===== config.mk =====
export PLATFORM = sky130hd
export DESIGN_NAME = execute_stage
export DESIGN_NICKNAME = d
export VERILOG_FILES = /design/src/logic/exec_pkg.sv /design/src/logic/alu_unit.sv /design/src/logic/branch_unit.sv /design/src/logic/cdb_arbiter.sv /design/src/logic/execute_stage.sv /design/src/logic/mult_unit.sv /design/src/logic/operand_forward.sv
export SDC_FILE = /design/constraint.sdc
export NUM_CORES = 2
export LEC_CHECK = 0
export BUFFER_PORTS_ARGS = -buffer_cell sky130_fd_sc_hd__clkbuf_2
export CORE_MARGIN = 2
export CORE_UTILIZATION = 35
export CTS_BUF_LIST = sky130_fd_sc_hd__clkbuf_4 sky130_fd_sc_hd__clkbuf_8
export DETAILED_ROUTE_END_ITERATION = 7
export HOLD_SLACK_MARGIN = 0.02
export SLEW_MARGIN = 5
export SYNTH_ARGS = -nofsm -noshare
export SYNTH_HDL_FRONTEND = slang
export SYNTH_SLANG_ARGS = --single-unit

===== constraint.sdc =====
create_clock -name clock -period 17.7 [get_ports clock]
set_input_delay 1.77 -clock clock [delete_from_list [all_inputs] [get_ports clock]]
set_output_delay 1.77 -clock clock [all_outputs]
set_load 0.02 [all_outputs]

===== src/logic/exec_pkg.sv =====
package exec_pkg;

    // ==================================================
    // Widths
    // ==================================================

    localparam int xlen       = 32;
    // Tag 0 is the "no destination" register
    localparam int tag_width  = 6;
    localparam int rob_width  = 5;
    localparam int func_width = 4;

    // ==================================================
    // Function codes
    // ==================================================

    typedef enum logic [func_width-1:0] {
        alu_add, alu_sub, alu_and, alu_or, alu_xor,
        alu_slt, alu_sltu, alu_sll, alu_srl, alu_sra
    } alu_func_e;

    typedef enum logic [func_width-1:0] {
        br_beq, br_bne, br_blt, br_bge, br_bltu, br_bgeu, br_jal, br_jalr
    } br_func_e;

    typedef enum logic [func_width-1:0] {
        mul_mul, mul_mulh, mul_mulhsu, mul_mulhu
    } mul_func_e;

    // One function word, read per lane type
    typedef union packed {
        alu_func_e alu;
        br_func_e  br;
        mul_func_e mul;
    } op_func_u;

    typedef enum logic [1:0] {
        opa_rs1, opa_pc, opa_npc, opa_zero
    } opa_sel_e;

    // ==================================================
    // Bus and lane packets
    // ==================================================

    typedef struct packed {
        logic                 valid;
        logic [tag_width-1:0] tag;
        logic [xlen-1:0]      data;
    } cdb_entry_t;

    typedef struct packed {
        logic                 valid;
        op_func_u             func;
        opa_sel_e             opa_sel;
        logic                 opb_is_imm;
        logic [xlen-1:0]      pc;
        logic [xlen-1:0]      imm;
        logic [tag_width-1:0] src1_tag;
        logic [tag_width-1:0] src2_tag;
        logic [tag_width-1:0] dest_tag;
        logic [rob_width-1:0] rob_idx;
        logic                 pred_taken;
    } issue_t;

    typedef struct packed {
        logic                 en1;
        logic [tag_width-1:0] tag1;
        logic                 en2;
        logic [tag_width-1:0] tag2;
    } prf_req_t;

    typedef struct packed {
        logic [xlen-1:0] src1;
        logic [xlen-1:0] src2;
    } operands_t;

    // Offer from a unit to the result bus arbiter
    typedef struct packed {
        logic                 valid;
        logic                 write;
        logic [tag_width-1:0] tag;
        logic [xlen-1:0]      data;
        logic [rob_width-1:0] rob_idx;
        logic                 is_branch;
        logic                 taken;
        logic [xlen-1:0]      target;
        logic                 mispredict;
    } fu_result_t;

    typedef struct packed {
        logic                 valid;
        logic [rob_width-1:0] rob_idx;
        logic                 branch_valid;
        logic                 taken;
        logic [xlen-1:0]      target;
        logic                 mispredict;
    } complete_t;

endpackage


===== src/logic/alu_unit.sv =====
module alu_unit import exec_pkg::*; (
    input  issue_t     issue,
    input  operands_t  operands,
    output fu_result_t result
);

    logic [xlen-1:0] opa;
    logic [xlen-1:0] opb;
    logic [xlen-1:0] alu_out;
    logic [4:0]      shamt;

    // ==================================================
    // Operand selection
    // ==================================================

    always_comb begin
        case (issue.opa_sel)
            opa_rs1:  opa = operands.src1;
            opa_pc:   opa = issue.pc;
            opa_npc:  opa = issue.pc + xlen'(4);
            default:  opa = '0;
        endcase
        opb = issue.opb_is_imm ? issue.imm : operands.src2;
    end

    // Shift amount from low bits of B
    assign shamt = opb[4:0];

    // ==================================================
    // Integer ALU
    // ==================================================

    always_comb begin
        case (issue.func.alu)
            alu_add:  alu_out = opa + opb;
            alu_sub:  alu_out = opa - opb;
            alu_and:  alu_out = opa & opb;
            alu_or:   alu_out = opa | opb;
            alu_xor:  alu_out = opa ^ opb;
            alu_slt:  alu_out = ($signed(opa) < $signed(opb)) ? xlen'(1) : '0;
            alu_sltu: alu_out = (opa < opb) ? xlen'(1) : '0;
            alu_sll:  alu_out = opa << shamt;
            alu_srl:  alu_out = opa >> shamt;
            alu_sra:  alu_out = $signed(opa) >>> shamt;
            // Unused codes
            default:  alu_out = '0;
        endcase
    end

    // Offer to the arbiter, no branch info
    always_comb begin
        result            = '0;
        result.valid      = issue.valid;
        result.write      = issue.dest_tag != '0;
        result.tag        = issue.dest_tag;
        result.data       = alu_out;
        result.rob_idx    = issue.rob_idx;
    end

endmodule


===== src/logic/branch_unit.sv =====
module branch_unit import exec_pkg::*; (
    input  issue_t     issue,
    input  operands_t  operands,
    output fu_result_t result
);

    logic            taken;
    logic            is_link;
    logic [xlen-1:0] target;

    // Branch condition
    always_comb begin
        case (issue.func.br)
            br_beq:  taken = operands.src1 == operands.src2;
            br_bne:  taken = operands.src1 != operands.src2;
            br_blt:  taken = $signed(operands.src1) < $signed(operands.src2);
            br_bge:  taken = $signed(operands.src1) >= $signed(operands.src2);
            br_bltu: taken = operands.src1 < operands.src2;
            br_bgeu: taken = operands.src1 >= operands.src2;
            // Jumps always redirect
            br_jal:  taken = 1'b1;
            br_jalr: taken = 1'b1;
            default: taken = 1'b0;
        endcase
    end

    assign is_link = (issue.func.br == br_jal) || (issue.func.br == br_jalr);

    // Target address
    always_comb begin
        if (issue.func.br == br_jalr) begin
            // Register-relative, bit 0 cleared
            target = (operands.src1 + issue.imm) & ~xlen'(1);
        end else begin
            target = issue.pc + issue.imm;
        end
    end

    // Offer, link value only written by jumps
    always_comb begin
        result            = '0;
        result.valid      = issue.valid;
        result.write      = is_link && (issue.dest_tag != '0);
        result.tag        = issue.dest_tag;
        result.data       = issue.pc + xlen'(4);
        result.rob_idx    = issue.rob_idx;
        result.is_branch  = 1'b1;
        result.taken      = taken;
        result.target     = target;
        result.mispredict = taken != issue.pred_taken;
    end

endmodule


===== src/logic/cdb_arbiter.sv =====
module cdb_arbiter import exec_pkg::*; (
    input  fu_result_t alu_res,
    input  fu_result_t br_res,
    input  fu_result_t mul_res,
    output logic       alu_grant,
    output logic       br_grant,
    output logic       mul_grant,
    output logic       alu_hold,
    output logic       br_hold,
    output cdb_entry_t cdb_out,
    output complete_t  complete
);

    fu_result_t win;

    // ==================================================
    // Fixed priority: mult, branch, ALU
    // ==================================================

    assign mul_grant = mul_res.valid;
    assign br_grant  = br_res.valid & ~mul_res.valid;
    assign alu_grant = alu_res.valid & ~mul_res.valid & ~br_res.valid;

    // Valid offer but lost
    assign alu_hold = alu_res.valid & ~alu_grant;
    assign br_hold  = br_res.valid & ~br_grant;

    // Winner mux, all zero when idle
    always_comb begin
        if (mul_grant) begin
            win = mul_res;
        end else if (br_grant) begin
            win = br_res;
        end else if (alu_grant) begin
            win = alu_res;
        end else begin
            win = '0;
        end
    end

    // Broadcast only for a register write
    always_comb begin
        cdb_out.valid = win.valid & win.write;
        cdb_out.tag   = win.tag;
        cdb_out.data  = win.data;
    end

    // Completion to the ROB
    always_comb begin
        complete.valid        = win.valid;
        complete.rob_idx      = win.rob_idx;
        complete.branch_valid = win.is_branch;
        complete.taken        = win.taken;
        complete.target       = win.target;
        complete.mispredict   = win.mispredict;
    end

endmodule


===== src/logic/execute_stage.sv =====
module execute_stage import exec_pkg::*; #(
    parameter int cdb_lanes  = 2,
    parameter int mul_stages = 3
) (
    input  logic                       clock,
    input  logic                       arst_n,
    input  logic                       mispredict,
    input  issue_t                     alu_issue,
    input  issue_t                     br_issue,
    input  issue_t                     mul_issue,
    input  cdb_entry_t [cdb_lanes-1:0] cdb_in,
    output prf_req_t                   alu_prf_req,
    output prf_req_t                   br_prf_req,
    output prf_req_t                   mul_prf_req,
    input  operands_t                  alu_prf_data,
    input  operands_t                  br_prf_data,
    input  operands_t                  mul_prf_data,
    output cdb_entry_t                 cdb_out,
    output complete_t                  complete,
    output logic                       alu_hold,
    output logic                       br_hold,
    output logic                       mul_hold
);

    operands_t  alu_ops;
    operands_t  br_ops;
    operands_t  mul_ops;
    fu_result_t alu_res;
    fu_result_t br_res;
    fu_result_t mul_res;
    logic       mul_grant;

    // ==================================================
    // Operand fetch and bypass per lane
    // ==================================================

    operand_forward #(.cdb_lanes(cdb_lanes)) i_alu_fwd (
        .issue(alu_issue), .cdb_in(cdb_in), .prf_req(alu_prf_req),
        .prf_data(alu_prf_data), .operands(alu_ops)
    );

    operand_forward #(.cdb_lanes(cdb_lanes)) i_br_fwd (
        .issue(br_issue), .cdb_in(cdb_in), .prf_req(br_prf_req),
        .prf_data(br_prf_data), .operands(br_ops)
    );

    operand_forward #(.cdb_lanes(cdb_lanes)) i_mul_fwd (
        .issue(mul_issue), .cdb_in(cdb_in), .prf_req(mul_prf_req),
        .prf_data(mul_prf_data), .operands(mul_ops)
    );

    // Functional units
    alu_unit i_alu (.issue(alu_issue), .operands(alu_ops), .result(alu_res));

    branch_unit i_branch (.issue(br_issue), .operands(br_ops), .result(br_res));

    mult_unit #(.mul_stages(mul_stages)) i_mult (
        .clock(clock), .arst_n(arst_n), .mispredict(mispredict),
        .issue(mul_issue), .operands(mul_ops), .grant(mul_grant),
        .result(mul_res), .hold(mul_hold)
    );

    // Shared result bus
    cdb_arbiter i_arbiter (
        .alu_res(alu_res), .br_res(br_res), .mul_res(mul_res),
        .alu_grant(), .br_grant(), .mul_grant(mul_grant),
        .alu_hold(alu_hold), .br_hold(br_hold),
        .cdb_out(cdb_out), .complete(complete)
    );

endmodule


===== src/logic/mult_unit.sv =====
module mult_unit import exec_pkg::*; #(
    parameter int mul_stages = 3
) (
    input  logic       clock,
    input  logic       arst_n,
    input  logic       mispredict,
    input  issue_t     issue,
    input  operands_t  operands,
    input  logic       grant,
    output fu_result_t result,
    output logic       hold
);

    // Per-stage bookkeeping
    typedef struct packed {
        mul_func_e            func;
        logic [tag_width-1:0] dest;
        logic [rob_width-1:0] rob_idx;
    } mul_meta_t;

    logic [mul_stages-1:0]  stage_valid;
    mul_meta_t              meta [mul_stages];
    logic signed [xlen:0]   op_a;
    logic signed [xlen:0]   op_b;
    logic [2*xlen+1:0]      prod [1:mul_stages-1];
    logic signed [xlen:0]   ext_a;
    logic signed [xlen:0]   ext_b;
    logic                   accept;

    // Last stage offered and lost, freeze everything
    assign hold   = stage_valid[mul_stages-1] & ~grant;
    assign accept = issue.valid & ~hold;

    // Sign or zero extension to 33 bits
    always_comb begin
        ext_a = {(issue.func.mul != mul_mulhu) & operands.src1[xlen-1], operands.src1};
        ext_b = {((issue.func.mul == mul_mul) || (issue.func.mul == mul_mulh))
                 & operands.src2[xlen-1], operands.src2};
    end

    // ==================================================
    // Stage valids
    // ==================================================

    always_ff @(posedge clock or negedge arst_n) begin
        if (!arst_n) begin
            stage_valid <= '0;
        end else if (mispredict) begin
            // Flush all in-flight multiplies
            stage_valid <= '0;
        end else if (!hold) begin
            stage_valid <= {stage_valid[mul_stages-2:0], accept};
        end
    end

    // Payload pipeline
    always_ff @(posedge clock) begin
        if (!hold) begin
            op_a         <= ext_a;
            op_b         <= ext_b;
            meta[0].func    <= issue.func.mul;
            meta[0].dest    <= issue.dest_tag;
            meta[0].rob_idx <= issue.rob_idx;
            // Full product in stage two
            prod[1]      <= (2*xlen+2)'(op_a) * (2*xlen+2)'(op_b);
            for (int i = 1; i < mul_stages; i++) begin
                meta[i] <= meta[i-1];
            end
            for (int i = 2; i < mul_stages; i++) begin
                prod[i] <= prod[i-1];
            end
        end
    end

    // Low word for mul, high word otherwise
    always_comb begin
        result         = '0;
        result.valid   = stage_valid[mul_stages-1];
        result.write   = meta[mul_stages-1].dest != '0;
        result.tag     = meta[mul_stages-1].dest;
        result.rob_idx = meta[mul_stages-1].rob_idx;
        if (meta[mul_stages-1].func == mul_mul) begin
            result.data = prod[mul_stages-1][xlen-1:0];
        end else begin
            result.data = prod[mul_stages-1][2*xlen-1:xlen];
        end
    end

endmodule


===== src/logic/operand_forward.sv =====
module operand_forward import exec_pkg::*; #(
    parameter int cdb_lanes = 2
) (
    input  issue_t                     issue,
    input  cdb_entry_t [cdb_lanes-1:0] cdb_in,
    output prf_req_t                   prf_req,
    input  operands_t                  prf_data,
    output operands_t                  operands
);

    // Register file read request
    always_comb begin
        prf_req.en1  = issue.valid;
        // Second read only for a register operand
        prf_req.en2  = issue.valid & ~issue.opb_is_imm;
        prf_req.tag1 = issue.src1_tag;
        prf_req.tag2 = issue.src2_tag;
    end

    // Broadcast bypass over the register file data
    always_comb begin
        operands = prf_data;
        // Ascending scan, so the highest matching lane wins
        for (int i = 0; i < cdb_lanes; i++) begin
            if (cdb_in[i].valid) begin
                if (cdb_in[i].tag == issue.src1_tag) begin
                    operands.src1 = cdb_in[i].data;
                end
                if (cdb_in[i].tag == issue.src2_tag) begin
                    operands.src2 = cdb_in[i].data;
                end
            end
        end
    end

endmodule


## Word level (Yosys, flattened, before mapping)

Memories as Yosys holds them, arrays and structs flattened.
Index checks and enable logic that the tools add are counted.

| word-level totals | value |
|---|---|
| bits in latches | 0 |
| register bits after elaboration | 69 |
| memories | 2 |
| memory bits (writable) | 177 |
| bits of input ports | 561 |
| memory bits (read-only) | 0 |
| output and inout bits | 125 |

| cells by class | value |
|---|---|
| divide/modulo/power cells | 0 |
| order comparisons | 6 |
| equal/unequal tests | 35 |
| bitwise operators | 21 |
| add/sub/neg operators | 6 |
| shift-type cells | 3 |
| multiplexer cells | 30 |
| $mul | 1 |
| reduce and logical (&&, ||, !) cells | 12 |

Memories:

| name | depth | bits a word | rd ports | clocked after memory_dff | wr ports | line | RTL |
|---|---|---|---|---|---|---|---|
| i_mult.prod | 2 | 66 | 2 | 0 | 2 | mult_unit.sv:25 | `logic [2*xlen+1:0] prod [1:mul_stages-1];` |
| i_mult.meta | 3 | 15 | 3 | 0 | 3 | mult_unit.sv:22 | `mul_meta_t meta [mul_stages];` |

Operators by type and width:

| kind | count |
|---|---|
| $mux W32 | 15 |
| $mux W64 | 6 |
| $pmux W32 S10 | 1 |
| $mux W80 | 3 |
| $lt A32 B32 Y1 | 4 |
| $add A32 B32 Y32 | 3 |
| $pmux W32 S3 | 1 |
| $eq A6 B6 Y1 | 12 |
| $mul A33 B33 Y66 | 1 |
| $add A32 B3 Y32 const B | 2 |
| $ge A32 B32 Y1 | 2 |
| $and A32 B32 Y32 | 1 |
| $eq A32 B32 Y1 | 1 |
| $eq A4 B3 Y1 const B | 8 |
| $ne A32 B32 Y1 | 1 |
| $or A32 B32 Y32 | 1 |
| $shl A32 B5 Y32 | 1 |
| $shr A32 B5 Y32 | 1 |
| $sshr A32 B5 Y32 | 1 |
| $sub A32 B32 Y32 | 1 |
| $xor A32 B32 Y32 | 1 |
| $reduce_bool A6 Y1 | 3 |
| $eq A4 B2 Y1 const B | 4 |
| $logic_not A4 Y1 | 4 |
| 15 further kinds | 36 |

## Logic depth before layout (Yosys ltp)

| logic depth | value |
|---|---|
| depth after elaboration | 13 |
| mapped depth | 30 |
| mapped depth without buffers | 29 |

## Hierarchy

A second synthesis with hierarchy kept.

| unflattened totals | value |
|---|---|
| cell total of the unflattened synthesis | 8,495 |
| area, all modules | 71,069.4 µm² |

Modules (own cells, without submodules):

| module | area each (µm²) | sequential area each (µm²) | cells each | instances |
|---|---|---|---|---|
| mult_unit | 46,355.7 | 7,252.0 | 4,493 | 1 |
| alu_unit | 11,318.4 | 0.0 | 1,770 | 1 |
| operand_forward | 2,113.3 | 0.0 | 389 | 3 |
| branch_unit | 4,782.1 | 0.0 | 698 | 1 |
| cdb_arbiter | 2,273.4 | 0.0 | 367 | 1 |

## Worst setup path before layout

Ideal clock, no wire load.

| timing path | value |
|---|---|
| path kind | input port to output port |
| start | in cdb_in[36] (netlist bit) |
| end | out cdb_out[31] (netlist bit) |
| cell stages on the path | 21 |
| slack | 8.731 ns |
| required time | 15.930 ns |
| arrival time | 7.199 ns |
| cells stage by stage | buf_4 > xor2_1 > or3_1 > nor2_1 > buf_2 > buf_1 > mux2i_1 > a211oi_1 > a21o_1 > ha_1 > clkbuf_1 > or4_1 > or4_1 > o211ai_1 > a211o_1 > a31oi_1 > o211ai_1 > a21oi_1 > or4_1 > xnor2_1 > o221ai_1 |

RTL lines:

| what | line | RTL |
|---|---|---|
| start: declaration | execute_stage.sv:11 | `input cdb_entry_t [cdb_lanes-1:0] cdb_in,` |
| end: declaration | execute_stage.sv:18 | `output cdb_entry_t cdb_out,` |

==> flow_metrics.py <==
metrics = {
    "status": {
        "outcome": "finished clean",
    },
    "timing": {
        "skew_ps": 25.34,
        "fmax_mhz": 89.81,
        "slew_violations": 0,
        "setup_tns_ps": 0,
        "rsz0062_at_grt": "no",
        "layout_min_cycle_time_ps": 11140,
        "final-setup-viol-count": 0,
        "slew_headroom_pct": 19.25,
        "tightest_slew_ps": 1211,
        "hold_viol": 0,
        "fin_crit_sh_pct": 62.91,
    },
    "final_layout": {
        "area_growth_pct": 9.813,
        "layout-drive-gt1-share_pct": 12.13,
        "nNetsFinal": 9935,
        "nFillCells": 18440,
    },
    "run": {
        "cap_violations": 0,
    },
    "die": {
        "placementRows": 156,
        "start_util_pct": 35.15,
        "ios": 686,
        "fp.dieH_microns": 429.8,
        "die_w_microns": 429.8,
        "die_area_sq_um": 184700,
        "core_area_sq_um": 180500,
    },
    "cts": {
        "cts_root_buf": "clkbuf_8",
        "cts_made_buffers": 40,
        "cts_tree": "done",
        "h-tree-depth": 2,
        "clkSinkCount": 242,
        "clkSlewWorstSetupHoldPaths_ps": 60,
        "hold_buffers": 0,
        "cts_max_path_buffers": 3,
        "cts_resized": 0,
        "cts_setup_buffers": 0,
        "clk_latency_ps": 660,
    },
    "worst_setup_path": {
        "slowest_stage": "a2111oi_0",
        "cp-end-kind": "output pin",
        "critPathRequiredTime_ps": 15930,
        "cp_slowest_stage_delay_ps": 890,
        "cp_common_cell": "buf_4",
        "crit_family": "compound AO/OA/AOI/OAI gates",
        "worstPathArrival_ps": 9370,
        "worstSetupPathType": "in2out",
        "cp-start-kind": "primary input",
        "path_buf_inv": 7,
        "crit_fanout": 51,
        "rrSetupSlack_ps": 8270,
    },
    "synth": {
        "ys.flop_type": "dfxtp_1",
        "synth-seq-cells": 242,
        "synthTopCellsByArea": "fa_1, ha_1, dfxtp_1",
        "synth_warnings": 0,
        "ys_seq_area_share_pct": 7.658,
        "ys_async_sr_fraction_pct": 1.240,
        "synth.distinct_cells": 91,
        "netlist_instances": 7514,
        "avgSynthCellArea_sq_um": 8.446,
        "syn-num-nets": 9608,
        "yosys.area.top_type_share_pct": 35.62,
        "yosysTopAreaCell": "fa_1",
        "synth_edf_count": 0,
        "netlist_area_sq_um": 63460,
    },
    "route": {
        "drt_first_pass_iters": 7,
        "drt-total-wl_mm": 291.9,
        "avgRoutedWirePerCell_microns": 28.44,
        "drc": 0,
        "drt_iter0_markers": 5139,
        "avgViaCountPerCell": 5.638,
        "vias": 57870,
        "ant_nets": 0,
    },
    "grt": {
        "grt_use_met2_pct": 50.49,
        "grt_pass1_wl_mm": 421.3,
        "grt_antenna_before_repair": 30,
        "grt_max_degree": 68,
        "busiest_layer": "met2",
        "gr-total-overflow": 0,
        "grt_pass1_vias": 59600,
        "grtUsageMet3_pct": 5.530,
        "track_usage_pct": 31.35,
        "grt_use_met1_pct": 37.40,
    },
    "placement": {
        "gp_congestion": 1.012,
        "portBuffers": 614,
        "dp_hpwl_mm": 232.9,
    },
    "min_path": {
        "min_path_type": "reg2reg",
    },
}
## cell usage after synthesis, types with 67 or more instances
| library cell | n |
|---|---|
| a211oi_1 | 67 |
| a21o_1 | 112 |
| a21oi_1 | 287 |
| and2_1 | 540 |
| clkbuf_1 | 360 |
| dfxtp_1 | 239 |
| fa_1 | 1129 |
| ha_1 | 404 |
| inv_1 | 1179 |
| mux2i_1 | 289 |
| nand2_1 | 896 |
| nand3_1 | 112 |
| nor2_1 | 347 |
| nor3_1 | 97 |
| o21ai_0 | 285 |
| xnor2_1 | 159 |
| xor2_1 | 91 |
## worst register-to-register path, cell delays in order (launching register included)
cell,delay [ps]
dfxtp_1,320
buf_4,360
nand2_1,230
inv_1,170
fa_1,490
fa_1,560
fa_1,900
fa_1,550
fa_1,530
fa_1,520
fa_1,490
inv_1,50
fa_1,490
inv_1,50
ha_1,370
nand3_1,150
nor2_1,180
nand3_1,110
or3_1,320
a211o_1,230
o211ai_1,290
a211oi_1,240
o41ai_1,860
a211oi_1,320
nor3_1,280
a2111oi_0,110
xnor2_1,150
## stage by stage
stage	utilization (%)	hold slack [ps]	setup slack, ps	std cells	area (sq um)
floorplan	-	309.6	8731	7514	63460
global placement	38.03	310.0	6856	10170	68670
detailed placement	38.03	312.1	6844	10170	68670
CTS	38.57	307.7	6802	10240	69630
global route	38.58	324.7	6445	10250	69660
finish	38.60	311.0	6565	10260	69690
## registers in the layout, indices dropped and copies added (netlist names)
| name | count |
|---|---|
| i_mult.meta | 45 |
| i_mult.op_a | 33 |
| i_mult.op_b | 33 |
| i_mult.prod | 128 |
| i_mult.stage_valid | 3 |
## path summary, 6_finish.rpt
kind                            cells past startpoint                from               endpoint
worst min-delay path                                0  i_mult.prod[1][18]     i_mult.prod[2][18]
worst max register to register                     26      i_mult.op_b[0]     i_mult.prod[1][62]
worst min register to register                      0  i_mult.prod[1][18]     i_mult.prod[2][18]
min in group asynchronous                           1              arst_n  i_mult.stage_valid[0]
worst max-delay path                               25          cdb_in[36]            cdb_out[30]
max in group asynchronous                           1              arst_n  i_mult.stage_valid[2]
## area by class of cell
class / instances / area [sq um] / area share (%)
Multi-Input combinational cell: 5622 / 52220 / 74.94
Sequential cell: 242 / 4928 / 7.072
Inverter: 1182 / 4437 / 6.367
Timing Repair Buffer: 753 / 4116 / 5.907
Tap cell: 2370 / 2965 / 4.255
Clock buffer: 52 / 684.4 / 0.9821
Clock inverter: 21 / 280.3 / 0.4022
Antenna cell: 22 / 55.05 / 0.07900
## metal layers
layer	vias to the layer above	share of wire, %
met2	2975	46
met4	18	9.0
li1	24780	-
met1	29270	37
met3	822	7.8
met5	-	0.040
## cell families (layout without fill, tap and decap cells)
group | count (synthesis) | in the layout | synth area share, %
other | 1 | 23 | 0.005909
AND/OR/NAND/NOR | 2278 | 2278 | 17.29
XOR/XNOR | 252 | 252 | 3.502
flip-flops | 242 | 242 | 7.658
multiplexers | 300 | 300 | 4.825
AO/OA/AOI/OAI | 1258 | 1258 | 12.92
buffers and inverters | 1650 | 2008 | 10.22
adder cells (fa/ha/maj) | 1533 | 1533 | 43.58
## cells in the final DEF (no fill, tap or decap), types with 55 or more instances in the layout
cell / count
mux2i_1: 289
a21oi_1: 286
nand3_1: 111
nand2_1: 896
ha_1: 404
xor2_1: 91
xnor2_1: 159
a211oi_1: 66
nor3_1: 94
and2_1: 541
inv_1: 1178
dfxtp_1: 184
o21ai_0: 280
a21o_1: 110
buf_4: 139
nor2_1: 343
dfxtp_2: 55
fa_1: 1129
nor2b_1: 63
clkbuf_2: 613
Power is not shown: default switching activity piles up to over one toggle a cycle in this logic, so the estimate is an artifact.
